==> src/design/ethpipe_pkg.sv <==
package ethpipe_pkg;

  // ------------------------------------------------------------
  // Widths
  // ------------------------------------------------------------
  localparam int HOST_DATA_W         = 16;
  localparam int SLOT_WORD_W         = 32;
  localparam int SLOT_ADDR_W_DEFAULT = 11;
  localparam int COUNTER_W           = 64;

  localparam logic [7:0] GMII_SFD = 8'hd5;

  // ------------------------------------------------------------
  // Host address map
  // ------------------------------------------------------------
  // Host address bits 15 to 13
  typedef enum logic [2:0] {
    REGION_GLOBAL = 3'd0,
    REGION_SLOT0  = 3'd4,
    REGION_SLOT1  = 3'd5,
    REGION_NONE   = 3'd7
  } host_region_e;

  // Host address bits 3 to 1 in the global region
  typedef enum logic [2:0] {
    REG_SLOT_STATUS = 3'd0,
    REG_COUNTER_0   = 3'd2,
    REG_COUNTER_1   = 3'd3,
    REG_COUNTER_2   = 3'd4,
    REG_COUNTER_3   = 3'd5
  } global_reg_e;

  typedef enum logic [2:0] {
    RX_IDLE,
    RX_PREAMBLE,
    RX_DATA,
    RX_LENGTH,
    RX_DROP
  } rx_state_e;

endpackage

==> src/design/host_bus_slave.sv <==
`timescale 1ns/1ps

module host_bus_slave (
  input  logic                                 clk_125,
  input  logic                                 core_rst_n,
  input  logic [15:0]                          wb_adr_i,
  input  logic [ethpipe_pkg::HOST_DATA_W-1:0]  wb_dat_i,
  input  logic [1:0]                           wb_sel_i,
  input  logic                                 wb_we_i,
  input  logic                                 wb_cyc_i,
  input  logic                                 wb_stb_i,
  input  logic [ethpipe_pkg::HOST_DATA_W-1:0]  status_dat_i,
  input  logic                                 status_done_i,
  input  logic [ethpipe_pkg::HOST_DATA_W-1:0]  slot0_dat_i,
  input  logic                                 slot0_done_i,
  input  logic [ethpipe_pkg::HOST_DATA_W-1:0]  slot1_dat_i,
  input  logic                                 slot1_done_i,
  output logic [ethpipe_pkg::HOST_DATA_W-1:0]  wb_dat_o,
  output logic                                 wb_ack_o,
  output logic                                 status_req_o,
  output logic                                 slot0_req_o,
  output logic                                 slot1_req_o,
  output logic                                 req_we_o,
  output logic [15:0]                          req_adr_o,
  output logic [1:0]                           req_sel_o,
  output logic [ethpipe_pkg::HOST_DATA_W-1:0]  req_dat_o
);
  import ethpipe_pkg::*;

  host_region_e           region;
  logic                   bus_req;
  logic                   served_q;
  logic                   none_req;
  logic [HOST_DATA_W-1:0] rd_mux;

  always_comb begin
    case (wb_adr_i[15:13])
      3'd0:    region = REGION_GLOBAL;
      3'd4:    region = REGION_SLOT0;
      3'd5:    region = REGION_SLOT1;
      default: region = REGION_NONE;
    endcase
  end

  // One request per bus cycle and none again until stb drops
  assign bus_req      = wb_cyc_i && wb_stb_i && !served_q;
  assign status_req_o = bus_req && (region == REGION_GLOBAL);
  assign slot0_req_o  = bus_req && (region == REGION_SLOT0);
  assign slot1_req_o  = bus_req && (region == REGION_SLOT1);
  assign none_req     = bus_req && (region == REGION_NONE);

  assign req_we_o  = wb_we_i;
  assign req_adr_o = wb_adr_i;
  assign req_sel_o = wb_sel_i;
  assign req_dat_o = wb_dat_i;

  // Unmapped region falls through to zero
  always_comb begin
    rd_mux = '0;
    if (status_done_i) begin
      rd_mux = status_dat_i;
    end else if (slot0_done_i) begin
      rd_mux = slot0_dat_i;
    end else if (slot1_done_i) begin
      rd_mux = slot1_dat_i;
    end
  end

  always_ff @(posedge clk_125 or negedge core_rst_n) begin
    if (!core_rst_n) begin
      served_q <= 1'b0;
      wb_ack_o <= 1'b0;
    end else begin
      if (!(wb_cyc_i && wb_stb_i)) begin
        served_q <= 1'b0;
      end else if (bus_req) begin
        served_q <= 1'b1;
      end
      wb_ack_o <= status_done_i || slot0_done_i || slot1_done_i || none_req;
    end
  end

  always_ff @(posedge clk_125) begin
    wb_dat_o <= rd_mux;
  end

endmodule

==> config.mk <==
export PLATFORM = sky130hd
export DESIGN_NAME = host_bus_slave
export DESIGN_NICKNAME = d
export VERILOG_FILES = /design/src/design/ethpipe_pkg.sv /design/src/design/host_bus_slave.sv
export SDC_FILE = /design/constraint.sdc
export NUM_CORES = 1
export LEC_CHECK = 0
export BUFFER_PORTS_ARGS = -buffer_cell sky130_fd_sc_hd__buf_4
export CAP_MARGIN = 20
export CORE_UTILIZATION = 34
export DETAILED_ROUTE_END_ITERATION = 8
export GPL_TIMING_DRIVEN = 0
export PLACE_DENSITY = 0.86
export SETUP_SLACK_MARGIN = 0.3
export SKIP_LAST_GASP = 1
export SLEW_MARGIN = 15
export SYNTH_ARGS = -nofsm -noshare
export SYNTH_HDL_FRONTEND = slang
export SYNTH_SLANG_ARGS = --single-unit
==> constraint.sdc <==
create_clock -name clk_125 -period 2.4 [get_ports clk_125]
set_input_delay 0.12 -clock clk_125 [delete_from_list [all_inputs] [get_ports clk_125]]
set_output_delay 0.12 -clock clk_125 [all_outputs]
set_load 0.01 [all_outputs]
==> impl_metrics.csv <==
group,metric,value,unit
timing,fmax,657.1,MHz
timing,rsz0062_at_grt,"false",
layout,most-common-layout-cells,"buf_4 (145), inv_1 (18), a21oi_1 (17), dfxtp_1 (16), a221oi_2 (10)",
layout,num_antenna_cells,0,
power,power,0.0008246,W
timing,fin_crit,1.522,ns
power,ir_worst_vdd,0.1782,mV
grt,grt_max_degree,11,
layout,syn2layout_area_growth,84.49,%
place,portBuffers,110,
grt,grt_pass1_vias,1078,
routing,initialDrtViolationCount,33,
floorplan,design.core.area,3053,µm²
critical_path,crit_fanout,3,
clock_network,cts_made_buffers,3,
clock_network,clock_sinks,18,
routing,drtPass1Iterations,4,
clock_network,cts.htree.levels,1,
timing,period_share,0.6341,
layout,nNetsFinal,327,
floorplan,boundaryPins,145,
grt,grt_usage,0.1836,
critical_path,critPathTopFamily,"simple AND/OR/NAND/NOR gates",
power,seqPwrFrac,0.402,
timing,setup_viol,0,
worst_hold_path,min_path_type,"in2reg",
floorplan,die_w,58.81,µm
layout,final_cells,280,
clock_network,clkLatencyLatePin,0.29,ns
routing,wirelength,3.346,mm
grt,grt_pass1_wl,4.774,mm
synth,ys_ff_latch,18,
layout,layout_commonest_cell,"buf_4",
floorplan,chipHeight,58.81,µm
synth,synth.net_count,211,
routing,drc_errors,0,
power,p_leak,1.102,nW
grt,antenna_found_initial,0,
timing,slew-limit-headroom,0.6698,
routing,vias,1213,
layout,n_fill_cell,284,
clock_network,cts_tree,"yes",
critical_path,critPathLaunch,"served_q",
synth,yosys_warnings,0,
synth,synth_cells,121,
critical_path,critPathLaunchType,"flop",
power,p_switching,0.0002161,W
place,placed_cells_incl_taps,275,
routing,ant_nets,0,
synth,syn_area,1097,µm²
power,swShare,0.2621,
job,max_cap_viol_count,0,
routing,vias_per_cell,4.332,
power,pwr-share-comb,0.372,
critical_path,setup.worst_path.class,"reg2out",
timing,fin_skew,0.0005259,ns
floorplan,initial_core_util,0.3594,
layout,drive_above_1_share,0.7034,
synth,avgSynthCellArea,9.069,µm²
power,cellPowerDensity,407.3,nW/µm²
place,hpwl,2.768,mm
power,p_int,0.0006085,W
floorplan,rows,20,
timing,slew_viol_final,0,
routing,routedWlPerCell,11.95,µm
floorplan,die_area,3459,µm²
grt,grt.overflow.total,0,
clock_network,path_clk_slew,0.11,ns
synth,seq_area_frac_synth,0.3375,
status,status,"finished clean",
clock_network,post_cts_buffers,0,
critical_path,cp_slowest_cell,"or3_1",
clock_network,cts_buffer_depth,2,
timing,tns,0,ns
critical_path,arrival,1.40,ns
critical_path,timing.rr.start,"served_q",
critical_path,worstPathCellList,"or3_1 > nor3_1 > buf_4",
timing,hold_viol,0,
worst_hold_path,min_from,"slot1_done_i",
power,p_clk_frac,0.226,
place,gp_congestion,0.7128,
timing,worst_slew_pin_slew,0.4953,ns
clock_network,ctsRootBufferMaster,"clkbuf_4",
critical_path,slowest_delay,0.41,ns
synth,synth.distinct_cells,17,
critical_path,crit_buf_inv,1,
critical_path,critPathCaptureType,"output pin",
critical_path,cp_data_required_time,2.28,ns
[cell type report]
| cell class | count | area [µm²] | area share |
|---|---|---|---|
| repair buffers | 111 | 835.8 | 0.4129 |
| flip-flops and latches | 18 | 370.4 | 0.1829 |
| multi-input cells | 42 | 336.6 | 0.1663 |
| plain buffers | 43 | 322.8 | 0.1595 |
| inverters | 18 | 67.56 | 0.03337 |
| well taps | 44 | 55.05 | 0.02719 |
| clock buffers | 4 | 36.28 | 0.01792 |
[per-stage QoR]
step	util	setup slack [ns]	hold WS, ns	area (µm²)
finish	0.6631	0.8781	0.03808	2024
global route	0.6631	0.7920	0.03507	2024
CTS	0.6631	0.8727	0.03142	2024
detailed placement	0.6480	1.215	-0.09404	1978
global placement	0.6480	1.222	-0.09692	1978
floorplan	-	1.261	-0.1756	1097
[path summary, 6_finish.rpt]
path | endpoint | slack (ns) | depth (start not counted)
setup / recovery | slot0_req_o | 0.88 | 3
hold / removal | wb_ack_o | 0.04 | 3
setup reg to reg | wb_ack_o | 1.69 | 1
hold reg to reg | wb_ack_o | 0.47 | 1
max in group asynchronous | wb_ack_o | 2.17 | 2
min in group asynchronous | served_q | 0.14 | 2
[what timing repair did]
action                                 in CTS  in global routing
hold buffers                                1                  0
endpoints found under the hold margin       2                  0
setup endpoints to repair                   0                  0
resized for setup                           0                  0
[logic make-up after synthesis]
logic type / after synthesis / synth area share
compound gates: 34 / 0.2691
simple gates: 8 / 0.03763
buf+inv: 61 / 0.3557
flops: 18 / 0.3375
[metal layers]
layer / GRT usage / share of wire
met1: 0.2041 / 0.36
met2: 0.3458 / 0.53
met3: 0.04176 / 0.10
met4: 0.05102 / 0.0054
met5: 0 / 0
[cell usage after synthesis (all sizes together)]
library cell	instances	area share
clkbuf	2	0.0068
inv	18	0.062
dfxtp	16	0.29
a221oi	16	0.18
o31ai	1	0.0068
nor3	3	0.014
a21oi	17	0.078
buf	41	0.29
dfrtp	2	0.046
nand2	2	0.0068
nor2b	1	0.0080
nor2	1	0.0034
or3	1	0.0057
[power groups by stage]
stage | Sequential [W] | Combinational, W | Clock (W)
3_5_place_dp | 0.000339 | 0.000308 | 0
3_3_place_gp | 0.000338 | 0.000303 | 0
6_report | 0.000332 | 0.000307 | 0.000186
5_1_grt | 0.000334 | 0.000329 | 0.000208
4_1_cts | 0.000332 | 0.000310 | 0.000194
2_1_floorplan | 0.000352 | 0.000122 | 0
[registers in the layout, summed over array words and instances, names as in the netlist]
name	cells
served_q	1
wb_ack_o	1
wb_dat_o	16
Note: power is estimated with default switching activity, not from simulation.
