## src/design/ethpipe_pkg.sv

```systemverilog
package ethpipe_pkg;

  // ------------------------------------------------------------
  // Widths
  // ------------------------------------------------------------
  localparam int HOST_DATA_W         = 16;
  localparam int SLOT_WORD_W         = 32;
  localparam int SLOT_ADDR_W_DEFAULT = 11;
  localparam int COUNTER_W           = 64;

  localparam logic [7:0] GMII_SFD = 8'hd5;

  // ------------------------------------------------------------
  // Host address map
  // ------------------------------------------------------------
  // Host address bits 15 to 13
  typedef enum logic [2:0] {
    REGION_GLOBAL = 3'd0,
    REGION_SLOT0  = 3'd4,
    REGION_SLOT1  = 3'd5,
    REGION_NONE   = 3'd7
  } host_region_e;

  // Host address bits 3 to 1 in the global region
  typedef enum logic [2:0] {
    REG_SLOT_STATUS = 3'd0,
    REG_COUNTER_0   = 3'd2,
    REG_COUNTER_1   = 3'd3,
    REG_COUNTER_2   = 3'd4,
    REG_COUNTER_3   = 3'd5
  } global_reg_e;

  typedef enum logic [2:0] {
    RX_IDLE,
    RX_PREAMBLE,
    RX_DATA,
    RX_LENGTH,
    RX_DROP
  } rx_state_e;

endpackage

```

## src/design/gmii_rx_slot_writer.sv

```systemverilog
`timescale 1ns/1ps

module gmii_rx_slot_writer #(
  parameter int SLOT_ADDR_W = ethpipe_pkg::SLOT_ADDR_W_DEFAULT
) (
  input  logic                                   clk_125,
  input  logic                                   core_rst_n,
  input  logic [7:0]                             rxd_i,
  input  logic                                   rx_dv_i,
  input  logic                                   released_i,
  output logic [SLOT_ADDR_W-1:0]                 ram_addr_o,
  output logic [ethpipe_pkg::SLOT_WORD_W-1:0]    ram_data_o,
  output logic [ethpipe_pkg::SLOT_WORD_W/8-1:0]  ram_be_o,
  output logic                                   ram_we_o,
  output logic                                   frame_done_o
);
  import ethpipe_pkg::*;

  localparam int CNT_W = SLOT_ADDR_W + 2;
  localparam int BE_W  = SLOT_WORD_W / 8;
  // Word 0 holds the length, so one word less for data
  localparam logic [CNT_W-1:0] MAX_BYTES = CNT_W'((2**SLOT_ADDR_W - 1) * 4);

  rx_state_e              state;
  logic [CNT_W-1:0]       byte_cnt;
  logic [23:0]            word_buf;
  logic [1:0]             lane;
  logic [SLOT_ADDR_W-1:0] data_addr;
  logic                   full;

  logic                   wr_en;
  logic [SLOT_ADDR_W-1:0] wr_addr;
  logic [SLOT_WORD_W-1:0] wr_data;
  logic [BE_W-1:0]        wr_be;

  assign lane      = byte_cnt[1:0];
  assign data_addr = byte_cnt[CNT_W-1:2] + 1'b1;
  assign full      = (byte_cnt == MAX_BYTES);

  // ------------------------------------------------------------
  // Next slot write
  // ------------------------------------------------------------
  always_comb begin
    wr_en   = 1'b0;
    wr_addr = data_addr;
    wr_data = {rxd_i, word_buf};
    wr_be   = '1;
    case (state)
      RX_DATA: begin
        if (rx_dv_i) begin
          wr_en = !full && (lane == 2'd3);
        end else begin
          // Flush of a partial last word
          wr_en   = (lane != 2'd0);
          wr_data = {8'h00, word_buf};
          wr_be   = BE_W'((1 << lane) - 1);
        end
      end
      RX_LENGTH: begin
        wr_en   = 1'b1;
        wr_addr = '0;
        wr_data = SLOT_WORD_W'(byte_cnt);
      end
      default: begin
        wr_en = 1'b0;
      end
    endcase
  end

  // ------------------------------------------------------------
  // Frame FSM
  // ------------------------------------------------------------
  always_ff @(posedge clk_125 or negedge core_rst_n) begin
    if (!core_rst_n) begin
      state        <= RX_IDLE;
      byte_cnt     <= '0;
      ram_we_o     <= 1'b0;
      frame_done_o <= 1'b0;
    end else begin
      ram_we_o     <= wr_en;
      frame_done_o <= 1'b0;
      case (state)
        RX_IDLE, RX_PREAMBLE: begin
          if (rx_dv_i && rxd_i == GMII_SFD) begin
            byte_cnt <= '0;
            state    <= released_i ? RX_DATA : RX_DROP;
          end else begin
            state <= rx_dv_i ? RX_PREAMBLE : RX_IDLE;
          end
        end
        RX_DATA: begin
          if (!rx_dv_i) begin
            state <= RX_LENGTH;
          end else if (!full) begin
            byte_cnt <= byte_cnt + 1'b1;
          end
        end
        RX_LENGTH: begin
          frame_done_o <= 1'b1;
          state        <= RX_IDLE;
        end
        RX_DROP: begin
          if (!rx_dv_i) begin
            state <= RX_IDLE;
          end
        end
        default: begin
          state <= RX_IDLE;
        end
      endcase
    end
  end

  // Little-endian byte packing
  always_ff @(posedge clk_125) begin
    if (state == RX_DATA && rx_dv_i && !full && lane != 2'd3) begin
      word_buf[lane*8 +: 8] <= rxd_i;
    end
    ram_addr_o <= wr_addr;
    ram_data_o <= wr_data;
    ram_be_o   <= wr_be;
  end

endmodule

```

## config.mk

```make
export PLATFORM = sky130hd
export DESIGN_NAME = gmii_rx_slot_writer
export DESIGN_NICKNAME = d
export VERILOG_FILES = /design/src/design/ethpipe_pkg.sv /design/src/design/gmii_rx_slot_writer.sv
export SDC_FILE = /design/constraint.sdc
export NUM_CORES = 1
export LEC_CHECK = 0
export BUFFER_PORTS_ARGS = -buffer_cell sky130_fd_sc_hd__buf_2
export CORE_MARGIN = 2
export CORE_UTILIZATION = 59
export DETAILED_ROUTE_END_ITERATION = 8
export GPL_TIMING_DRIVEN = 0
export PLACE_DENSITY = 0.9
export SYNTH_ARGS = -nofsm -noshare
export SYNTH_HDL_FRONTEND = slang
export SYNTH_SLANG_ARGS = --single-unit
```

## constraint.sdc

```tcl
create_clock -name clk_125 -period 3.8 [get_ports clk_125]
set_clock_uncertainty 0.2 [all_clocks]
set_input_delay 0.38 -clock clk_125 [delete_from_list [all_inputs] [get_ports clk_125]]
set_output_delay 0.38 -clock clk_125 [all_outputs]
set_load 0.005 [all_outputs]
```

==> run_results.csv <==
group,metric,value,unit
status,status,"completed",
detailed_routing,drc,0,
sta,fmax,302,MHz
worst_setup_path,arrival,3.10,ns
final_layout,num_antenna_cells,0,
detailed_routing,post_drt_wl_per_cell,16.9,um
yosys,syn_inst,316,
worst_setup_path,crit_fanout,9,
final_layout,drive_gt1_share,23.7,%
yosys,synthArstFlopShare,20.2,%
worst_setup_path,worstSetupStartpointType,"flip-flop",
final_layout,finalNonFillerCells,468,
clock_network,ctsLongestPathBuffers,2,
sta,setup_viol,0,
sta,relSlewSlack,18.7,%
power_and_ir_drop,leakage,1.77,nW
power_and_ir_drop,powerDensity,455,nW/um2
floorplanning,start_util,60.4,%
sta,post-route-period-util,87.2,%
clock_network,cts.sinks,89,
yosys,synth_area_leader_cell,"dfxtp_1",
worst_setup_path,path_cells,"inv_1 > ha_1 > and2_1 > nand4_2 > nand2_2 > nor3b_1",
worst_setup_path,endpoint_kind,"flip-flop",
yosys,ys_seq_elements,89,
detailed_routing,routed-via-count,2694,
yosys,synth_edf_count,24,
detailed_routing,drtAntennaViolNets,0,
grt,grt_antenna_before_repair,0,
worst_setup_path,worstSetupPathType,"flip-flop to flip-flop",
final_layout,nNetsFinal,407,
run,cap_violations,0,
placed_design,port-buffer-count,60,
yosys,yosysSeqAreaShare,59.8,%
power_and_ir_drop,vdd_drop_max,267,uV
grt,grt_pass1_vias,2537,
yosys,syn_area_per_cell,11.2,um2
placed_design,dpl.hpwl,5.31,mm
grt,grt_pass1_wl,12.5,mm
worst_setup_path,required,3.59,ns
floorplanning,dieArea,6620,um2
yosys,ys_types,51,
grt,grt_start_max_net_pins,19,
yosys,synth_ff_type,"dfxtp_1",
final_layout,final_common_cell,"buf_2",
floorplanning,num_rows,28,
yosys,syn_nets,335,
floorplanning,ios,61,
sta,drv_slew,0,
clock_network,cts_max_level,3,
detailed_routing,first_iter_violations,340,
floorplanning,die_x,81.4,um
sta,setup-tns-final,0,ns
sta,grt_setup_unrepaired,"false",
yosys,synth.area.top_cells,"dfxtp_1, edfxtp_1, dfrtp_1",
yosys,yosys_warnings,0,
yosys,synth.top_cell.area_share,26.6,%
clock_network,clk_latency,0.37,ns
detailed_routing,routed_wl,7.93,mm
grt,grt_use_total,26.3,%
sta,finalHoldViolations,0,
clock_network,clk_pin_slew,0.09,ns
sta,fin_crit,3.31,ns
detailed_routing,first_pass_iters,5,
clock_network,clockRootBuffer,"clkbuf_8",
final_layout,final_cell_mix,"buf_2, dfxtp_1, and2_1",
clock_network,cts_made_buffers,9,
yosys,synth_area,3530,um2
sta,tightest_slew,1.22,ns
worst_setup_path,slowest_stage,"nor3b_1",
worst_hold_path,hold_path.class,"input pin to flip-flop",
final_layout,n_fill_cell,393,
grt,grt_overflow_total,0,
floorplanning,die_height,81.4,um
worst_setup_path,cp_slowest_stage_delay,1.01,ns
clock_network,cts_resized,0,
detailed_routing,viasPerCell,5.76,
floorplanning,core_area,5850,um2
clock_network,cts_tree,"yes",
placed_design,dp.cells,451,
placed_design,gp_congestion,0.902,
final_layout,area_growth,17.5,%
-- final cells by class --
type	instances	area (um2)	share of cell area (%)
plain buffers	13	80.1	1.93
clock buffers	11	174	4.19
clock inverters	5	40.0	0.965
inverters	12	45.0	1.09
multi-input cells	202	1290	31.2
flip-flops and latches	89	2110	50.9
well taps	75	93.8	2.26
repair buffers	61	310	7.48
-- worst paths after layout --
kind	from	end	slack (ns)	cells after the start
min in group asynchronous	core_rst_n	frame_done_o	0.27	2
max in group asynchronous	core_rst_n	byte_cnt[8]	2.82	2
max reg2reg	byte_cnt[0]	word_buf[21]	0.49	6
max	byte_cnt[0]	word_buf[21]	0.49	6
min reg2reg	word_buf[15]	ram_data_o[15]	0.25	1
min	released_i	state[1]	0.09	3
-- state kept, by name, indices dropped and copies added, names as in the netlist --
name / flops
word_buf: 24
ram_we_o: 1
state: 3
frame_done_o: 1
ram_data_o: 32
ram_be_o: 4
byte_cnt: 13
ram_addr_o: 11
-- per-stage QoR --
stage                     utilization [%]  setup WS (ns)  power [mW]  instance area, um2  hold WS (ns)
after floorplan                         -           1.20        1.16                3530        -0.116
after global placement               67.1          0.695        1.22                3930         0.134
after detailed placement             67.1          0.587        1.23                3930         0.139
after CTS                            70.9          0.552        1.89                4150        0.0757
after global routing                 70.9          0.313        1.95                4150        0.0884
final                                70.9          0.487        1.89                4150        0.0894
-- synthesized netlist by cell type (all sizes together), types with 3 or more instances --
master and instances:
a21oi 5, a31oi 7, and2 39, and3 10
and4 3, buf 7, clkbuf 6, dfrtp 18
dfxtp 47, edfxtp 24, ha 7, inv 12
nand2 33, nand2b 3, nand3 10, nand4 9
nor2 12, nor3b 8, o211ai 3, o21ai 18
or3 3, xnor2 6
-- logic make-up after synthesis --
kind of cell,share of synthesized area (%)
compound gates,9.04
xor+xnor,1.98
fa+ha+maj,2.48
buf+inv,3.54
flops,59.8
mux,0.283
simple gates,22.9
-- critical path, delay by kind of cell, from the launching register on --
family | cells | cell delay [ns]
buffers and inverters | 1 | 0.21
adders and majority gates | 1 | 0.35
and+or+nand+nor | 4 | 1.65
DFF | 1 | 0.53
-- per-layer routing --
metal	vias up	GRT usage, %	share of wire [%]
met1	1276	34.0	41
met5	-	0	0
met3	21	6.22	8.4
met2	147	41.6	48
met4	0	12.5	2.8
li1	1250	-	-
-- power by group --
group	total [mW]	internal (mW)	switching, mW
registers	1.04	1.01	0.0305
logic	0.172	0.0727	0.0995
clock network	0.674	0.323	0.351
-- timing repair --
item / 4_1_cts / 5_1_grt
setup buffers: 0 / 0
hold buffers: 1 / 0
endpoints found under the hold margin: 18 / 0
No activity file was read; power rests on OpenSTA's default activity.
