[config.mk]
export PLATFORM = sky130hd
export DESIGN_NAME = slot_host_port
export DESIGN_NICKNAME = d
export VERILOG_FILES = /design/src/design/ethpipe_pkg.sv /design/src/design/slot_host_port.sv
export SDC_FILE = /design/constraint.sdc
export NUM_CORES = 1
export LEC_CHECK = 0
export ABC_CLOCK_PERIOD_IN_PS = 1900
export BUFFER_PORTS_ARGS = -buffer_cell sky130_fd_sc_hd__buf_2
export CORE_MARGIN = 2
export CORE_UTILIZATION = 46
export CTS_BUF_LIST = sky130_fd_sc_hd__clkbuf_8
export DETAILED_ROUTE_END_ITERATION = 16
export GPL_ROUTABILITY_DRIVEN = 0
export GPL_TIMING_DRIVEN = 0
export PLACE_DENSITY = 0.88
export SETUP_SLACK_MARGIN = 0.02
export SKIP_CTS_REPAIR_TIMING = 1
export SYNTH_ARGS = -nofsm -noshare
export SYNTH_HDL_FRONTEND = slang
export SYNTH_SLANG_ARGS = --single-unit
export TNS_END_PERCENT = 50
[constraint.sdc]
create_clock -name clk_125 -period 1.9 [get_ports clk_125]
set_input_delay 0.19 -clock clk_125 [delete_from_list [all_inputs] [get_ports clk_125]]
set_output_delay 0.19 -clock clk_125 [all_outputs]
set_load 0.005 [all_outputs]
[src/design/ethpipe_pkg.sv]
package ethpipe_pkg;

  // ------------------------------------------------------------
  // Widths
  // ------------------------------------------------------------
  localparam int HOST_DATA_W         = 16;
  localparam int SLOT_WORD_W         = 32;
  localparam int SLOT_ADDR_W_DEFAULT = 11;
  localparam int COUNTER_W           = 64;

  localparam logic [7:0] GMII_SFD = 8'hd5;

  // ------------------------------------------------------------
  // Host address map
  // ------------------------------------------------------------
  // Host address bits 15 to 13
  typedef enum logic [2:0] {
    REGION_GLOBAL = 3'd0,
    REGION_SLOT0  = 3'd4,
    REGION_SLOT1  = 3'd5,
    REGION_NONE   = 3'd7
  } host_region_e;

  // Host address bits 3 to 1 in the global region
  typedef enum logic [2:0] {
    REG_SLOT_STATUS = 3'd0,
    REG_COUNTER_0   = 3'd2,
    REG_COUNTER_1   = 3'd3,
    REG_COUNTER_2   = 3'd4,
    REG_COUNTER_3   = 3'd5
  } global_reg_e;

  typedef enum logic [2:0] {
    RX_IDLE,
    RX_PREAMBLE,
    RX_DATA,
    RX_LENGTH,
    RX_DROP
  } rx_state_e;

endpackage

[src/design/slot_host_port.sv]
`timescale 1ns/1ps

module slot_host_port #(
  parameter int SLOT_ADDR_W = ethpipe_pkg::SLOT_ADDR_W_DEFAULT
) (
  input  logic                                   clk_125,
  input  logic                                   core_rst_n,
  input  logic                                   req_i,
  input  logic                                   req_we_i,
  input  logic [15:0]                            req_adr_i,
  input  logic [1:0]                             req_sel_i,
  input  logic [ethpipe_pkg::HOST_DATA_W-1:0]    req_dat_i,
  input  logic [ethpipe_pkg::SLOT_WORD_W-1:0]    ram_q_i,
  output logic [ethpipe_pkg::HOST_DATA_W-1:0]    dat_o,
  output logic                                   done_o,
  output logic [SLOT_ADDR_W-1:0]                 ram_addr_o,
  output logic [ethpipe_pkg::SLOT_WORD_W-1:0]    ram_data_o,
  output logic [ethpipe_pkg::SLOT_WORD_W/8-1:0]  ram_be_o,
  output logic                                   ram_we_o
);

  logic       rd_addr_q;
  logic       rd_ram_q;
  logic       rd_cap_q;
  logic       half_q;
  logic [1:0] be_lanes;

  // sel[1] enables the low byte and sel[0] the high byte
  assign be_lanes = {req_sel_i[0], req_sel_i[1]};

  // Writes complete at once and reads after address, RAM and capture
  assign done_o = (req_i && req_we_i) || rd_cap_q;

  always_ff @(posedge clk_125 or negedge core_rst_n) begin
    if (!core_rst_n) begin
      rd_addr_q <= 1'b0;
      rd_ram_q  <= 1'b0;
      rd_cap_q  <= 1'b0;
      ram_we_o  <= 1'b0;
    end else begin
      rd_addr_q <= req_i && !req_we_i;
      rd_ram_q  <= rd_addr_q;
      rd_cap_q  <= rd_ram_q;
      ram_we_o  <= req_i && req_we_i;
    end
  end

  always_ff @(posedge clk_125) begin
    if (req_i) begin
      ram_addr_o <= req_adr_i[SLOT_ADDR_W+1:2];
      half_q     <= req_adr_i[1];
      ram_data_o <= {2{req_dat_i}};
      ram_be_o   <= req_adr_i[1] ? {be_lanes, 2'b00} : {2'b00, be_lanes};
    end
    if (rd_ram_q) begin
      dat_o <= half_q ? ram_q_i[31:16] : ram_q_i[15:0];
    end
  end

endmodule

==> Flow_metrics.wiki <==
{| class="wikitable"
! Metric !! Value
|-
| Worst Setup End Kind || output port
|-
| TritonCTS Buffers || 5
|-
| Worst-case hold path end point || ram_addr_o[9]
|-
| Count of mapped cells out of synthesis || 93
|-
| Type of the tightest min-delay check || input pin to flip-flop
|-
| Clock network latency to the later pin of the worst-skew pair || 0.30 ns
|-
| CTS sink cnt || 52
|-
| Nets in the synthesized netlist || 163
|-
| Overall track demand over capacity in global routing || 16.5%
|-
| Mean area per synthesized cell || 21.0 um2
|-
| Port Buffers || 130
|-
| Buffer cell driving the clock tree root || sky130_fd_sc_hd__clkbuf_8
|-
| Switching power || 0.470 mW
|-
| Setup TNS after final layout || 0 ns
|-
| Endpoint of the lowest-slack register-to-register path || dat_o[3]
|-
| Die outline area || 4790 um2
|-
| Initial antenna violation count || 0
|-
| CP max stage delay || 0.55 ns
|-
| Area leader, netlist || sky130_fd_sc_hd__edfxtp_1
|-
| Area of the core region || 4060 um2
|-
| Number of nets at the end of the flow || 301
|-
| Synth unique cells || 10
|-
| Crit Path Category || input pin to output port
|-
| Crit Reg-Reg Startpoint || half_q
|-
| Sequential area share after synthesis || 78.8%
|-
| Startpoint types || input pin
|-
| Final count of hold timing violations || 0
|-
| Clock tree from TritonCTS || built
|-
| Arrival time of data at the critical path endpoint || 1.04 ns
|-
| Maximum clock frequency || 814 MHz
|-
| Peak ir drop on the vdd network || 629 uV
|-
| Most frequent cells after synthesis || sky130_fd_sc_hd__edfxtp_1, sky130_fd_sc_hd__buf_4, sky130_fd_sc_hd__mux2_4
|-
| Cell Area, Synth || 1960 um2
|-
| Path depth of the worst reg2reg path || 3
|-
| Worst-case setup slack after placement || 0.640 ns
|-
| Cell-internal power || 1.92 mW
|-
| Clock period minus worst slack || 1.23 ns
|-
| Horizontal die dimension || 69.2 um
|-
| Run status || finished clean
|-
| Flop and latch count out of synthesis || 52
|-
| Proportion of layout cells with a drive suffix above 1 || 73.7%
|-
| Ys flop type || sky130_fd_sc_hd__edfxtp_1
|-
| Dominant cell by count in the synthesized netlist || sky130_fd_sc_hd__edfxtp_1
|-
| Wirelength per Cell || 13.5 um
|-
| Hold WS || 0.0631 ns
|-
| CTS max path bufs || 2
|-
| Pin count of the biggest net entering global routing || 36
|-
| Pleak || 1.31 nW
|-
| Remaining antenna violation count after routing || 0
|-
| Setup-failing EPs final || 0
|-
| Transition time at the pin with the least slew margin || 0.714 ns
|-
| Async SR Flop Fraction || 7.69%
|-
| Share of Yosys cell area claimed by the top area cell type || 73.7%
|-
| Worst Hold Launch || req_adr_i[11]
|-
| Final core area utilization || 68.7%
|-
| Setup repair after global routing missed its margin || false
|-
| Critical path required time || 1.71 ns
|-
| Clock slew at reported path FFs || 0.09 ns
|-
| Layout area overhead || 42.5%
|-
| Total of max-cap violations || 0
|-
| Final total power || 2.39 mW
|-
| Number of warnings issued by yosys || 0
|-
| Final worst-path setup slack || 0.671 ns
|-
| Setup slack of the worst register-to-register path || 0.68 ns
|-
| Avg Vias per Cell || 4.45
|-
| Count of flip-flops with a built-in enable after synthesis || 48
|-
| Total of fill cells in the finished design || 297
|-
| Main area contributors after synthesis || sky130_fd_sc_hd__edfxtp_1, sky130_fd_sc_hd__mux2_4, sky130_fd_sc_hd__buf_4, sky130_fd_sc_hd__dfrtp_1, sky130_fd_sc_hd__mux2_2
|-
| Sequential share of power || 57.4%
|-
| Number of iterations in the first detailed-routing pass || 3
|-
| Die Y || 69.2 um
|-
| Initial DRC Count || 104
|-
| Clock network power share || 30.0%
|-
| Most frequent cell on the critical path || sky130_fd_sc_hd__buf_2
|-
| Relative slew margins || 52.4%
|-
| Largest clock skew in the final design || 0.00754 ns
|-
| Worst hold path cell count || 1
|-
| Number of global-route vias before repair || 1,247
|-
| Initial cell density of the core || 48.2%
|-
| Top Ports || 135
|-
| Cell breakdown of the critical path || buf_2 > a21o_1 > buf_2
|-
| Post-route clock period utilization || 64.7%
|-
| Total congestion overflow after global routing || 0
|-
| Worst-path maximum fanout || 35
|-
| Sw Ratio || 19.7%
|-
| Floorplan row count || 23
|-
| Comb power frac || 12.5%
|-
| Max-slew violation count || 0
|-
| Sum of net half-perimeters after detailed placement || 3000 um
|-
| Vias || 1,254
|-
| Number of antenna diodes || 0
|-
| Wire length of the first global-routing pass || 5980 um
|-
| Remaining design rule violation count || 0
|-
| Total detailed-routing wirelength || 3800 um
|-
| Pwr dens || 858 nW/um2
|-
| Slowest cell on the critical path || sky130_fd_sc_hd__buf_2
|-
| H-tree depth || 2
|}
[cell usage in the layout (no fill, tap or decap)]
cell type,count
sky130_fd_sc_hd__clkbuf_8,5
sky130_fd_sc_hd__buf_4,16
sky130_fd_sc_hd__mux2_4,10
sky130_fd_sc_hd__dfrtp_1,4
sky130_fd_sc_hd__inv_1,1
sky130_fd_sc_hd__buf_2,130
sky130_fd_sc_hd__nor2b_1,3
sky130_fd_sc_hd__and2_1,3
sky130_fd_sc_hd__clkinv_2,1
sky130_fd_sc_hd__buf_6,1
sky130_fd_sc_hd__buf_12,1
sky130_fd_sc_hd__dlygate4sd3_1,1
sky130_fd_sc_hd__mux2_2,6
sky130_fd_sc_hd__edfxtp_1,48
sky130_fd_sc_hd__a21o_1,1
sky130_fd_sc_hd__bufinv_16,1
[power by group through the flow]
stage                     Clock (mW)  Combinational (mW)  Sequential (mW)
after floorplan                    0               0.112             1.41
after global placement             0               0.295             1.39
after detailed placement           0               0.303             1.40
after CTS                      0.742               0.304             1.37
after global routing           0.788               0.328             1.38
final                          0.718               0.300             1.37
[worst max-delay path by stage]
stage,slack [ns],end,startpoint
after global placement,0.68,done_o,req_i
final,0.67,done_o,req_i
after detailed placement,0.64,done_o,req_i
after global routing,0.57,done_o,req_i
after floorplan,0.72,dat_o[10],half_q
after CTS,0.64,done_o,req_i
[logic make-up (layout without fill, tap and decap cells)]
group           after synthesis  after routing  share of synthesized area (%)
compound gates                1              1                          0.384
flops                        52             52                           78.8
simple gates                  6              6                           1.92
mux                          16             16                           11.1
buf+inv                      18            157                           7.74
[per-layer routing]
metal  track usage, %  wire [um]  part of all wire [%]  vias up
met1             18.5       1390                    37      553
li1                 -          -                     -      605
met3             7.70        452                    12        6
met4             5.88         48                   1.3        0
met2             27.7       1900                    50       90
met5                0          0                     0        -
[critical path, delay by kind of cell]
family	cells	cell delay, ns
AO/OA/AOI/OAI	1	0.19
buffers and inverters	2	0.65
[state kept, by name, summed over array words and instances, names as in the netlist]
name	cells
ram_we_o	1
ram_data_o	16
dat_o	16
rd_addr_q	1
half_q	1
rd_cap_q	1
rd_ram_q	1
ram_be_o	4
ram_addr_o	11
[area by class of cell]
type,count,area [um2],share of cell area [%]
plain buffers,18,151,5.43
clock buffers,5,68.8,2.47
clock inverters,3,38.8,1.39
multi-input cells,23,263,9.43
flip-flops and latches,52,1540,55.3
well taps,50,62.6,2.25
repair buffers,131,661,23.7
[metrics by stage]
step	std cells	area, um2
after global placement	273	2670
after detailed placement	273	2670
after CTS	281	2780
after global routing	282	2790
final	282	2790
after floorplan	93	1960
(Power assumes the default switching activity.)
