**src/design/ethpipe_pkg.sv**
```systemverilog
package ethpipe_pkg;

  // ------------------------------------------------------------
  // Widths
  // ------------------------------------------------------------
  localparam int HOST_DATA_W         = 16;
  localparam int SLOT_WORD_W         = 32;
  localparam int SLOT_ADDR_W_DEFAULT = 11;
  localparam int COUNTER_W           = 64;

  localparam logic [7:0] GMII_SFD = 8'hd5;

  // ------------------------------------------------------------
  // Host address map
  // ------------------------------------------------------------
  // Host address bits 15 to 13
  typedef enum logic [2:0] {
    REGION_GLOBAL = 3'd0,
    REGION_SLOT0  = 3'd4,
    REGION_SLOT1  = 3'd5,
    REGION_NONE   = 3'd7
  } host_region_e;

  // Host address bits 3 to 1 in the global region
  typedef enum logic [2:0] {
    REG_SLOT_STATUS = 3'd0,
    REG_COUNTER_0   = 3'd2,
    REG_COUNTER_1   = 3'd3,
    REG_COUNTER_2   = 3'd4,
    REG_COUNTER_3   = 3'd5
  } global_reg_e;

  typedef enum logic [2:0] {
    RX_IDLE,
    RX_PREAMBLE,
    RX_DATA,
    RX_LENGTH,
    RX_DROP
  } rx_state_e;

endpackage

```
**src/design/slot_status_regs.sv**
```systemverilog
`timescale 1ns/1ps

module slot_status_regs (
  input  logic                                 clk_125,
  input  logic                                 core_rst_n,
  input  logic                                 req_i,
  input  logic                                 req_we_i,
  input  logic [15:0]                          req_adr_i,
  input  logic [1:0]                           req_sel_i,
  input  logic [ethpipe_pkg::HOST_DATA_W-1:0]  req_dat_i,
  input  logic                                 frame_done0_i,
  input  logic                                 frame_done1_i,
  output logic [ethpipe_pkg::HOST_DATA_W-1:0]  dat_o,
  output logic                                 done_o,
  output logic                                 released0_o,
  output logic                                 released1_o,
  output logic                                 inta_n_o
);
  import ethpipe_pkg::*;

  logic [3:0]           status_q;
  logic [3:0]           status_d;
  logic [COUNTER_W-1:0] counter_q;
  logic                 reg_page;
  global_reg_e          reg_sel;

  // Registers live only in the first 16 bytes
  assign reg_page = (req_adr_i[12:4] == '0);
  assign reg_sel  = global_reg_e'(req_adr_i[3:1]);
  assign done_o   = req_i;

  assign released0_o = status_q[1];
  assign released1_o = status_q[3];
  assign inta_n_o    = !(status_q[0] || status_q[2]);

  // A finished frame overrides a host write in the same cycle
  always_comb begin
    status_d = status_q;
    if (req_i && req_we_i && req_sel_i[1] && reg_page && reg_sel == REG_SLOT_STATUS) begin
      status_d = req_dat_i[3:0];
    end
    if (frame_done0_i) begin
      status_d[1:0] = 2'b01;
    end
    if (frame_done1_i) begin
      status_d[3:2] = 2'b01;
    end
  end

  always_ff @(posedge clk_125 or negedge core_rst_n) begin
    if (!core_rst_n) begin
      status_q  <= '0;
      counter_q <= '0;
    end else begin
      status_q  <= status_d;
      counter_q <= counter_q + 1'b1;
    end
  end

  always_comb begin
    dat_o = '0;
    if (reg_page) begin
      case (reg_sel)
        REG_SLOT_STATUS: dat_o = {{(HOST_DATA_W-4){1'b0}}, status_q};
        REG_COUNTER_0:   dat_o = counter_q[0*HOST_DATA_W +: HOST_DATA_W];
        REG_COUNTER_1:   dat_o = counter_q[1*HOST_DATA_W +: HOST_DATA_W];
        REG_COUNTER_2:   dat_o = counter_q[2*HOST_DATA_W +: HOST_DATA_W];
        REG_COUNTER_3:   dat_o = counter_q[3*HOST_DATA_W +: HOST_DATA_W];
        default:         dat_o = '0;
      endcase
    end
  end

endmodule

```
**config.mk**
```make
export PLATFORM = sky130hd
export DESIGN_NAME = slot_status_regs
export DESIGN_NICKNAME = d
export VERILOG_FILES = /design/src/design/ethpipe_pkg.sv /design/src/design/slot_status_regs.sv
export SDC_FILE = /design/constraint.sdc
export NUM_CORES = 1
export LEC_CHECK = 0
export BUFFER_PORTS_ARGS = -buffer_cell sky130_fd_sc_hd__buf_2
export CELL_PAD_IN_SITES_DETAIL_PLACEMENT = 0
export CELL_PAD_IN_SITES_GLOBAL_PLACEMENT = 1
export CORE_MARGIN = 4
export CORE_UTILIZATION = 48
export CTS_CLUSTER_SIZE = 28
export DETAILED_ROUTE_END_ITERATION = 16
export GPL_TIMING_DRIVEN = 0
export PLACE_DENSITY = 0.95
export SYNTH_ARGS = -nofsm -noshare
export SYNTH_HDL_FRONTEND = slang
export SYNTH_SLANG_ARGS = --single-unit
```
**constraint.sdc**
```tcl
create_clock -name clk_125 -period 6 [get_ports clk_125]
set_clock_uncertainty 0.15 [all_clocks]
set_input_delay 1.2 -clock clk_125 [delete_from_list [all_inputs] [get_ports clk_125]]
set_output_delay 1.2 -clock clk_125 [all_outputs]
set_load 0.01 [all_outputs]
```
==> results of run 1 <==
## state kept, by name (all words and copies together), names as in the netlist
name / flops
status_q: 4
counter_q: 64
## power groups by stage
stage          Combinational (mW)  Clock (mW)  Sequential, mW
2_1_floorplan              0.0155           0           0.467
3_3_place_gp               0.0355           0           0.467
3_5_place_dp               0.0362           0           0.467
4_1_cts                    0.0364       0.346           0.458
5_1_grt                    0.0397       0.370           0.458
6_report                   0.0355       0.339           0.458
## cells in the final DEF, fill, tap and decap left out, types with 3 or more instances in the layout
| cell | Yosys | final |
|---|---|---|
| nand4_1 | 25 | 25 |
| clkinvlp_4 | 0 | 4 |
| nor2_1 | 45 | 45 |
| nor3_1 | 12 | 12 |
| nand2_1 | 25 | 25 |
| nor2b_1 | 3 | 3 |
| clkbuf_8 | 0 | 10 |
| a211o_1 | 3 | 3 |
| buf_2 | 3 | 43 |
| nor4_4 | 3 | 3 |
| xor2_1 | 26 | 26 |
| and3_1 | 6 | 6 |
| inv_1 | 7 | 7 |
| dfrtp_1 | 68 | 68 |
| nand3_1 | 25 | 25 |
| a21oi_1 | 8 | 8 |
| nor4_1 | 7 | 7 |
| o22a_1 | 12 | 12 |
| clkbuf_1 | 7 | 7 |
| xnor2_1 | 36 | 36 |
| nand2b_1 | 4 | 4 |
| mux2i_1 | 30 | 30 |
| a32oi_1 | 4 | 4 |
## worst max-delay path: stages
cell      delay, ps
clkbuf_1        360
clkbuf_1        530
mux2i_1         300
o22a_1          170
nor2_1           60
buf_2           170
## worst min-delay path by stage
| stage | startpoint | endpoint | slack, ps | depth (start not counted) |
|---|---|---|---|---|
| floorplan | counter_q[63]$_DFF_PN0_ | counter_q[63]$_DFF_PN0_ | 290 | 1 |
| global placement | counter_q[63]$_DFF_PN0_ | counter_q[63]$_DFF_PN0_ | 310 | 1 |
| detailed placement | counter_q[63]$_DFF_PN0_ | counter_q[63]$_DFF_PN0_ | 310 | 1 |
| CTS | counter_q[63]$_DFF_PN0_ | counter_q[63]$_DFF_PN0_ | 330 | 1 |
| global route | counter_q[63]$_DFF_PN0_ | counter_q[63]$_DFF_PN0_ | 360 | 1 |
| finish | counter_q[63]$_DFF_PN0_ | counter_q[63]$_DFF_PN0_ | 320 | 1 |
## layout make-up
cell class / instances / area, um^2
buffer: 11 / 48.8
clock buffer: 10 / 138
clock inverter: 6 / 40.0
fill: 703 / 3410
inverter: 7 / 26.3
multi-input combinational: 289 / 2030
sequential: 68 / 1700
tap: 102 / 128
timing repair buffer: 41 / 208
## metal layers
| metal | global-route usage | part of all wire | routed length, um | vias up |
|---|---|---|---|---|
| met2 | 0.280 | 0.44 | 3880 | 100 |
| met4 | 0.0745 | 0.019 | 170 | 0 |
| li1 | - | - | - | 1449 |
| met5 | 0 | 0 | 0 | - |
| met1 | 0.293 | 0.49 | 4320 | 1467 |
| met3 | 0.0339 | 0.056 | 495 | 17 |
## per-stage QoR
stage	instance area, um^2	setup WS, ps	hold WS (ps)	util	total power, mW
after floorplan	3810	2330	291	-	0.483
after global placement	4140	1880	314	0.536	0.502
after detailed placement	4140	1850	310	0.536	0.503
after CTS	4320	1850	325	0.559	0.841
after global routing	4320	1780	358	0.559	0.867
final	4320	1850	323	0.559	0.833
## cell families (layout without fill, tap and decap cells)
| family | Yosys count | count (layout) | share of synthesized area |
|---|---|---|---|
| AOI/OAI and AO/OA | 27 | 27 | 0.0542 |
| xor gates and xnor gates | 62 | 62 | 0.143 |
| adders and majority gates | 1 | 1 | 0.00329 |
| buffers and inverters | 18 | 75 | 0.0197 |
| DFF | 68 | 68 | 0.447 |
| muxes | 30 | 30 | 0.0789 |
| and+or+nand+nor | 169 | 169 | 0.254 |
==> metrics.md, run 1 <==
| Metric | Value |
|---|---|
| Initial Utilization | `0.493` |
| H-tree Lvls | `3` |
| Mean routed wirelength per cell | `16.6 um` |
| Max_cap viols | `0` |
| Top-count cell post-synth | `dfrtp_1` |
| Register area share after synthesis | `0.447` |
| # IOs | `60` |
| Crit path kind | `input pin to output port` |
| CP max FO | `10` |
| Crit path required time | `4650 ps` |
| Prevailing post-synth register cell | `dfrtp_1` |
| Post-synthesis async set-or-reset flop share | `1.00` |
| DP Wirelength | `6630 um` |
| Period utilization | `0.691` |
| Mapped Cells | `375` |
| Synthesized area | `0.00381 mm^2` |
| CTS tree | `done` |
| # Post-CTS Setup Buffers | `0` |
| Synth warnings | `0` |
| N_diodes | `0` |
| Synth top area share | `0.447` |
| Worst R2R Start | `counter_q[0]$_DFF_PN0_` |
| Maximum vdd ir drop | `102 uV` |
| RSZ-0062 raised after global routing | `no` |
| Syn_nets | `416` |
| Setup violators final | `0` |
| Post_cts resized | `0` |
| Core Rows | `32` |
| Worst-margin pin slew | `856 ps` |
| Tmin final | `4150 ps` |
| Reg-to-reg slack, setup | `3680 ps` |
| Worst r2r dst | `counter_q[28]$_DFF_PN0_` |
| Initial antenna violation count | `0` |
| FF+latch count, synth | `68` |
| Psw | `0.203 mW` |
| Min-delay worst type | `flip-flop to flip-flop` |
| Vias in the first global route | `2939` |
| FF-to-FF path depth | `6` |
| Clock latency on the worst-skew pair | `350 ps` |
| Synth top area cells | `dfrtp_1 45%, xnor2_1 8.3%, mux2i_1 7.9%, xor2_1 6.0%, nor2_1 4.4%` |
| Setup crit end | `dat_o[14]` |
| Clock power frac | `0.407` |
| Clk sinks | `68` |
| Lkg Pwr | `1.95 nW` |
| Crit end category | `output port` |
| Area growth syn-to-layout | `13.5%` |
| Internal power | `0.630 mW` |
| Layout cells sized above 1 | `0.176` |
| Crit start category | `input pin` |
| DIE AREA | `0.00942 mm^2` |
| Root Buffer | `clkbuf_8` |
| Final net count | `468` |
| Worst setup path start | `req_adr_i[1]` |
| Grt ovf | `0` |
| Max frequency | `241 MHz` |
| PD cells | `193 mW/mm^2` |
| Routed wire length | `8860 um` |
| Sw frac | `0.244` |
| DP Cell Count | `518` |
| Die width | `97.0 um` |
| Non-Filler Instances | `534` |
| Vias | `3033` |
| EDFF count, synth | `0` |
| Relative slew margins | `0.430` |
| Critical path arrival | `2800 ps` |
| Biggest area consumer among synthesized cells | `dfrtp_1` |
| Post-synth cell types | `33` |
| Total track usage | `0.195` |
| Initial DRC count | `215` |
| GP Congestion | `0.884` |
| Reg power frac | `0.550` |
| First-pass GRT wire length | `14800 um` |
| Final hold viol count | `0` |
| Final ANT Viol Nets | `0` |
| Core Box Area | `0.00773 mm^2` |
| Drt via density | `5.68` |
| Top cells by instance count after synthesis | `68 x dfrtp_1, 45 x nor2_1, 36 x xnor2_1` |
| # hold bufs at CTS | `0` |
| Status | `finished, final reports clean` |
| Comb pwr share | `0.043` |
| CTS buffer count | `9` |
| Setup TNS | `0 ps` |
| Slew Limit Fails | `0` |
| Die Y | `97.0 um` |
| Synthesized area per cell | `10.1 um^2` |
| First-pass iteration count of the detailed router | `4` |
| DRC viols | `0` |
| Port Buffers | `41` |
| Largest net degree at the start of global routing | `69` |
| Worst-path clk slew | `70 ps` |
| Clock Tree Buf Depth | `2` |
(Power assumes the default switching activity.)
==> run 2, diff against run 1 <==
- ABC_AREA: not set -> 1
- CORE_UTILIZATION: 48 -> 41
- PLACE_DENSITY: 0.95 -> 0.91
- clock period: 6 -> 3.9 ns (I/O delays scaled with it)
==> metrics.md, run 2 <==
| Metric | Value |
|---|---|
| Status | `finished, final reports clean (unchanged)` |
| RSZ-0062 raised after global routing | `no (unchanged)` |
| Synth warnings | `0 (unchanged)` |
| Post-layout power | `1.50 mW (was 0.833 mW)` |
| Final ANT Viol Nets | `0 (unchanged)` |
| Largest registers in the final layout | `counter_q x64, status_q x4 (unchanged)` |
| Crit end category | `output port (unchanged)` |
| Slew Limit Fails | `0 (unchanged)` |
| First-pass GRT wire length | `22500 um (was 14800 um)` |
| Tmin final | `3220 ps` |
| Hold path startpoint | `counter_q[63]$_DFF_PN0_ (unchanged)` |
| Final Util | `0.486 (was 0.559)` |
| Routed wire length | `13800 um (was 8860 um)` |
| Port Buffers | `42 (was 41)` |
| Worst r2r dst | `counter_q[54]$_DFF_PN0_ (was counter_q[28]$_DFF_PN0_)` |
| EDFF count, synth | `0 (unchanged)` |
| Mapped Cells | `688 (was 375)` |
| Crit-path leading delay family | `buffers and inverters (unchanged)` |
| Setup violators final | `0 (unchanged)` |
| Fillers | `1099 (was 703)` |
| H-tree Lvls | `3 (unchanged)` |
| Vias in the first global route | `4570 (was 2939)` |
| Area growth syn-to-layout | `14.2% (was 13.5%)` |
| Final hold viol count | `0 (unchanged)` |
| Post-synth cell types | `23 (was 33)` |
| Crit start category | `input pin (unchanged)` |
| PD cells | `296 mW/mm^2 (was 193 mW/mm^2)` |
| Top-count cell post-synth | `nand2_1 (was dfrtp_1)` |
| Vias | `4537 (was 3033)` |
| Die Y | `112 um (was 97.0 um)` |
| Worst R2R Start | `counter_q[0]$_DFF_PN0_ (unchanged)` |
| Worst slack, placed | `740 ps (was 1850 ps)` |
| Endpoint, Worst Hold | `counter_q[63]$_DFF_PN0_ (unchanged)` |
| Initial DRC count | `282 (was 215)` |
| Critical path arrival | `2290 ps (was 2800 ps)` |
| Core Box Area | `0.0105 mm^2 (was 0.00773 mm^2)` |
| Relative slew margins | `0.390 (was 0.430)` |
| DRC viols | `0 (unchanged)` |
| FF-to-FF path depth | `6 (unchanged)` |
| Top cells by instance count after synthesis | `236 x nand2_1, 162 x nor2_1, 70 x inv_1 (was 68 x dfrtp_1, 45 x nor2_1, 36 x xnor2_1)` |
| Mean routed wirelength per cell | `15.6 um (was 16.6 um)` |
| Initial Utilization | `0.425 (was 0.493)` |
| Drt via density | `5.14 (was 5.68)` |
| Synth top area cells | `dfrtp_1 38%, nand2_1 20%, nor2_1 14%, inv_1 5.9%, xor2_1 5.3% (was dfrtp_1 45%, xnor2_1 8.3%, mux2i_1 7.9%, xor2_1 6.0%, nor2_1 4.4%)` |
| Synth top area share | `0.382 (was 0.447)` |
| # IOs | `60 (unchanged)` |
| Grt ovf | `0 (unchanged)` |
| Leading cell type in the layout, fill and taps excluded | `nand2_1 (was dfrtp_1)` |
| Post_cts resized | `0 (unchanged)` |
| Max frequency | `311 MHz` |
| Register area share after synthesis | `0.382 (was 0.447)` |
| Clock latency on the worst-skew pair | `370 ps (was 350 ps)` |
| Max_cap viols | `0 (unchanged)` |
| # Post-CTS Setup Buffers | `0 (unchanged)` |
| Core Rows | `37 (was 32)` |
| Crit path required time | `2970 ps (was 4650 ps)` |
| Clk sinks | `68 (unchanged)` |
| Synthesized area per cell | `6.47 um^2 (was 10.1 um^2)` |
| Worst-margin pin slew | `916 ps (was 856 ps)` |
| Root Buffer | `clkbuf_8 (unchanged)` |
| Biggest area consumer among synthesized cells | `dfrtp_1 (unchanged)` |
| Setup TNS | `0 ps (unchanged)` |
| DIE AREA | `0.0126 mm^2 (was 0.00942 mm^2)` |
| Final net count | `782 (was 468)` |
| WP buf/inv | `4 (was 3)` |
| Clock Tree Buf Depth | `2 (unchanged)` |
| Prevailing post-synth register cell | `dfrtp_1 (unchanged)` |
| Crit path kind | `input pin to output port (unchanged)` |
| Die width | `112 um (was 97.0 um)` |
| Total track usage | `0.226 (was 0.195)` |
| Largest net degree at the start of global routing | `69 (unchanged)` |
| GP Congestion | `0.981 (was 0.884)` |
| Commonest cells after routing, fill and taps aside | `236 x nand2_1, 162 x nor2_1, 70 x inv_1 (was 68 x dfrtp_1, 45 x nor2_1, 43 x buf_2)` |
| Initial antenna violation count | `0 (unchanged)` |
| Syn_nets | `729 (was 416)` |
| DP Wirelength | `10900 um (was 6630 um)` |
| CTS buffer count | `9 (unchanged)` |
| Period utilization | `0.825` |
| Post-synthesis async set-or-reset flop share | `1.00 (unchanged)` |
| Lkg Pwr | `2.09 nW (was 1.95 nW)` |
| Slowest stage cell, crit path | `clkinv_1 (was clkbuf_1)` |
| Min-delay worst type | `flip-flop to flip-flop (unchanged)` |
| CTS tree | `done (unchanged)` |
| Layout cells sized above 1 | `0.119 (was 0.176)` |
| Max reg flops | `64 (unchanged)` |
| FF+latch count, synth | `68 (unchanged)` |
| N_diodes | `0 (unchanged)` |
| Reg-to-reg slack, setup | `1880 ps (was 3680 ps)` |
| # hold bufs at CTS | `0 (unchanged)` |
| CP max FO | `10 (unchanged)` |
| Slack of the critical path | `684 ps (was 1850 ps)` |
| Worst-path clk slew | `80 ps (was 70 ps)` |
| DP Cell Count | `866 (was 518)` |
| Largest reg by FF count | `counter_q (unchanged)` |
| Maximum vdd ir drop | `129 uV (was 102 uV)` |
| Hold Crit Depth | `2 (was 1)` |
| CP peak stage delay | `390 ps (was 530 ps)` |
| Synthesized area | `0.00445 mm^2 (was 0.00381 mm^2)` |
| Crit-path cells | `buf_2 -> inv_1 -> nand3_1 -> clkinv_1 -> nand2_1 -> o21ai_0 -> nor2_1 -> nor2_1 -> buf_2 (was clkbuf_1 -> clkbuf_1 -> mux2i_1 -> o22a_1 -> nor2_1 -> buf_2)` |
| First-pass iteration count of the detailed router | `5 (was 4)` |
| Non-Filler Instances | `882 (was 534)` |
run 2: cell count changes in the layout (fill, tap and decap cells not counted), sizes merged, moves of 19 or more:
cell	previous run	this run
xnor2	36	4
o22ai	0	19
mux2i	30	0
o21ai	0	33
nand2	25	245
inv	7	71
nor2	45	177
run 2: worst max path at each step:
stage | startpoint | endpoint | slack [ps] | cells past startpoint
after floorplan | req_adr_i[9] | dat_o[10] | 1290 | 6
final | req_adr_i[3] | dat_o[9] | 680 | 9
after global routing | req_adr_i[3] | dat_o[9] | 610 | 9
after detailed placement | req_adr_i[1] | dat_o[9] | 740 | 9
after global placement | req_adr_i[1] | dat_o[9] | 730 | 9
after CTS | req_adr_i[1] | dat_o[9] | 730 | 9
run 2: cell type report:
type	instances	area (um^2)	share of cell area
timing repair buffer	42	213	0.0419
inverter	72	270	0.0532
multi-input combinational	543	2450	0.482
buffer	5	27.5	0.00542
clock inverter	6	111	0.0219
tap	136	170	0.0335
sequential	68	1700	0.335
clock buffer	10	138	0.0271
run 2: per-layer routing:
| layer | up-vias | routed length, um | GRT usage |
|---|---|---|---|
| met5 | - | 0 | 0 |
| met4 | 0 | 526 | 0.0970 |
| met3 | 43 | 824 | 0.0491 |
| met2 | 144 | 6170 | 0.358 |
| met1 | 2104 | 6280 | 0.299 |
| li1 | 2246 | - | - |
run 2: power by group:
group / switching, mW / internal, mW
sequential: 0.00000147 / 0.704
combinational: 0.0346 / 0.0137
clock: 0.310 / 0.442
total: 0.344 / 1.16
run 2: worst register-to-register path: cells and delay by family, from the launching register on:
family,cells,cell delay (ps)
DFF,1,450
and+or+nand+nor,4,760
adders and majority gates,1,330
AOI/OAI and AO/OA,1,200
run 2: logic make-up after synthesis:
logic type               Yosys count  share of synthesized area
AND/OR/NAND/NOR                  456                      0.420
buffers and inverters             77                     0.0669
flip-flops                        68                      0.382
AO/OA/AOI/OAI                     55                     0.0672
XOR/XNOR                          31                     0.0610
adder cells (fa/ha/maj)            1                    0.00281
run 2: metrics by stage:
stage	hold slack, ps	area (um^2)
floorplan	297	4450
global placement	315	4830
detailed placement	327	4830
CTS	346	5080
global route	387	5080
finish	338	5080
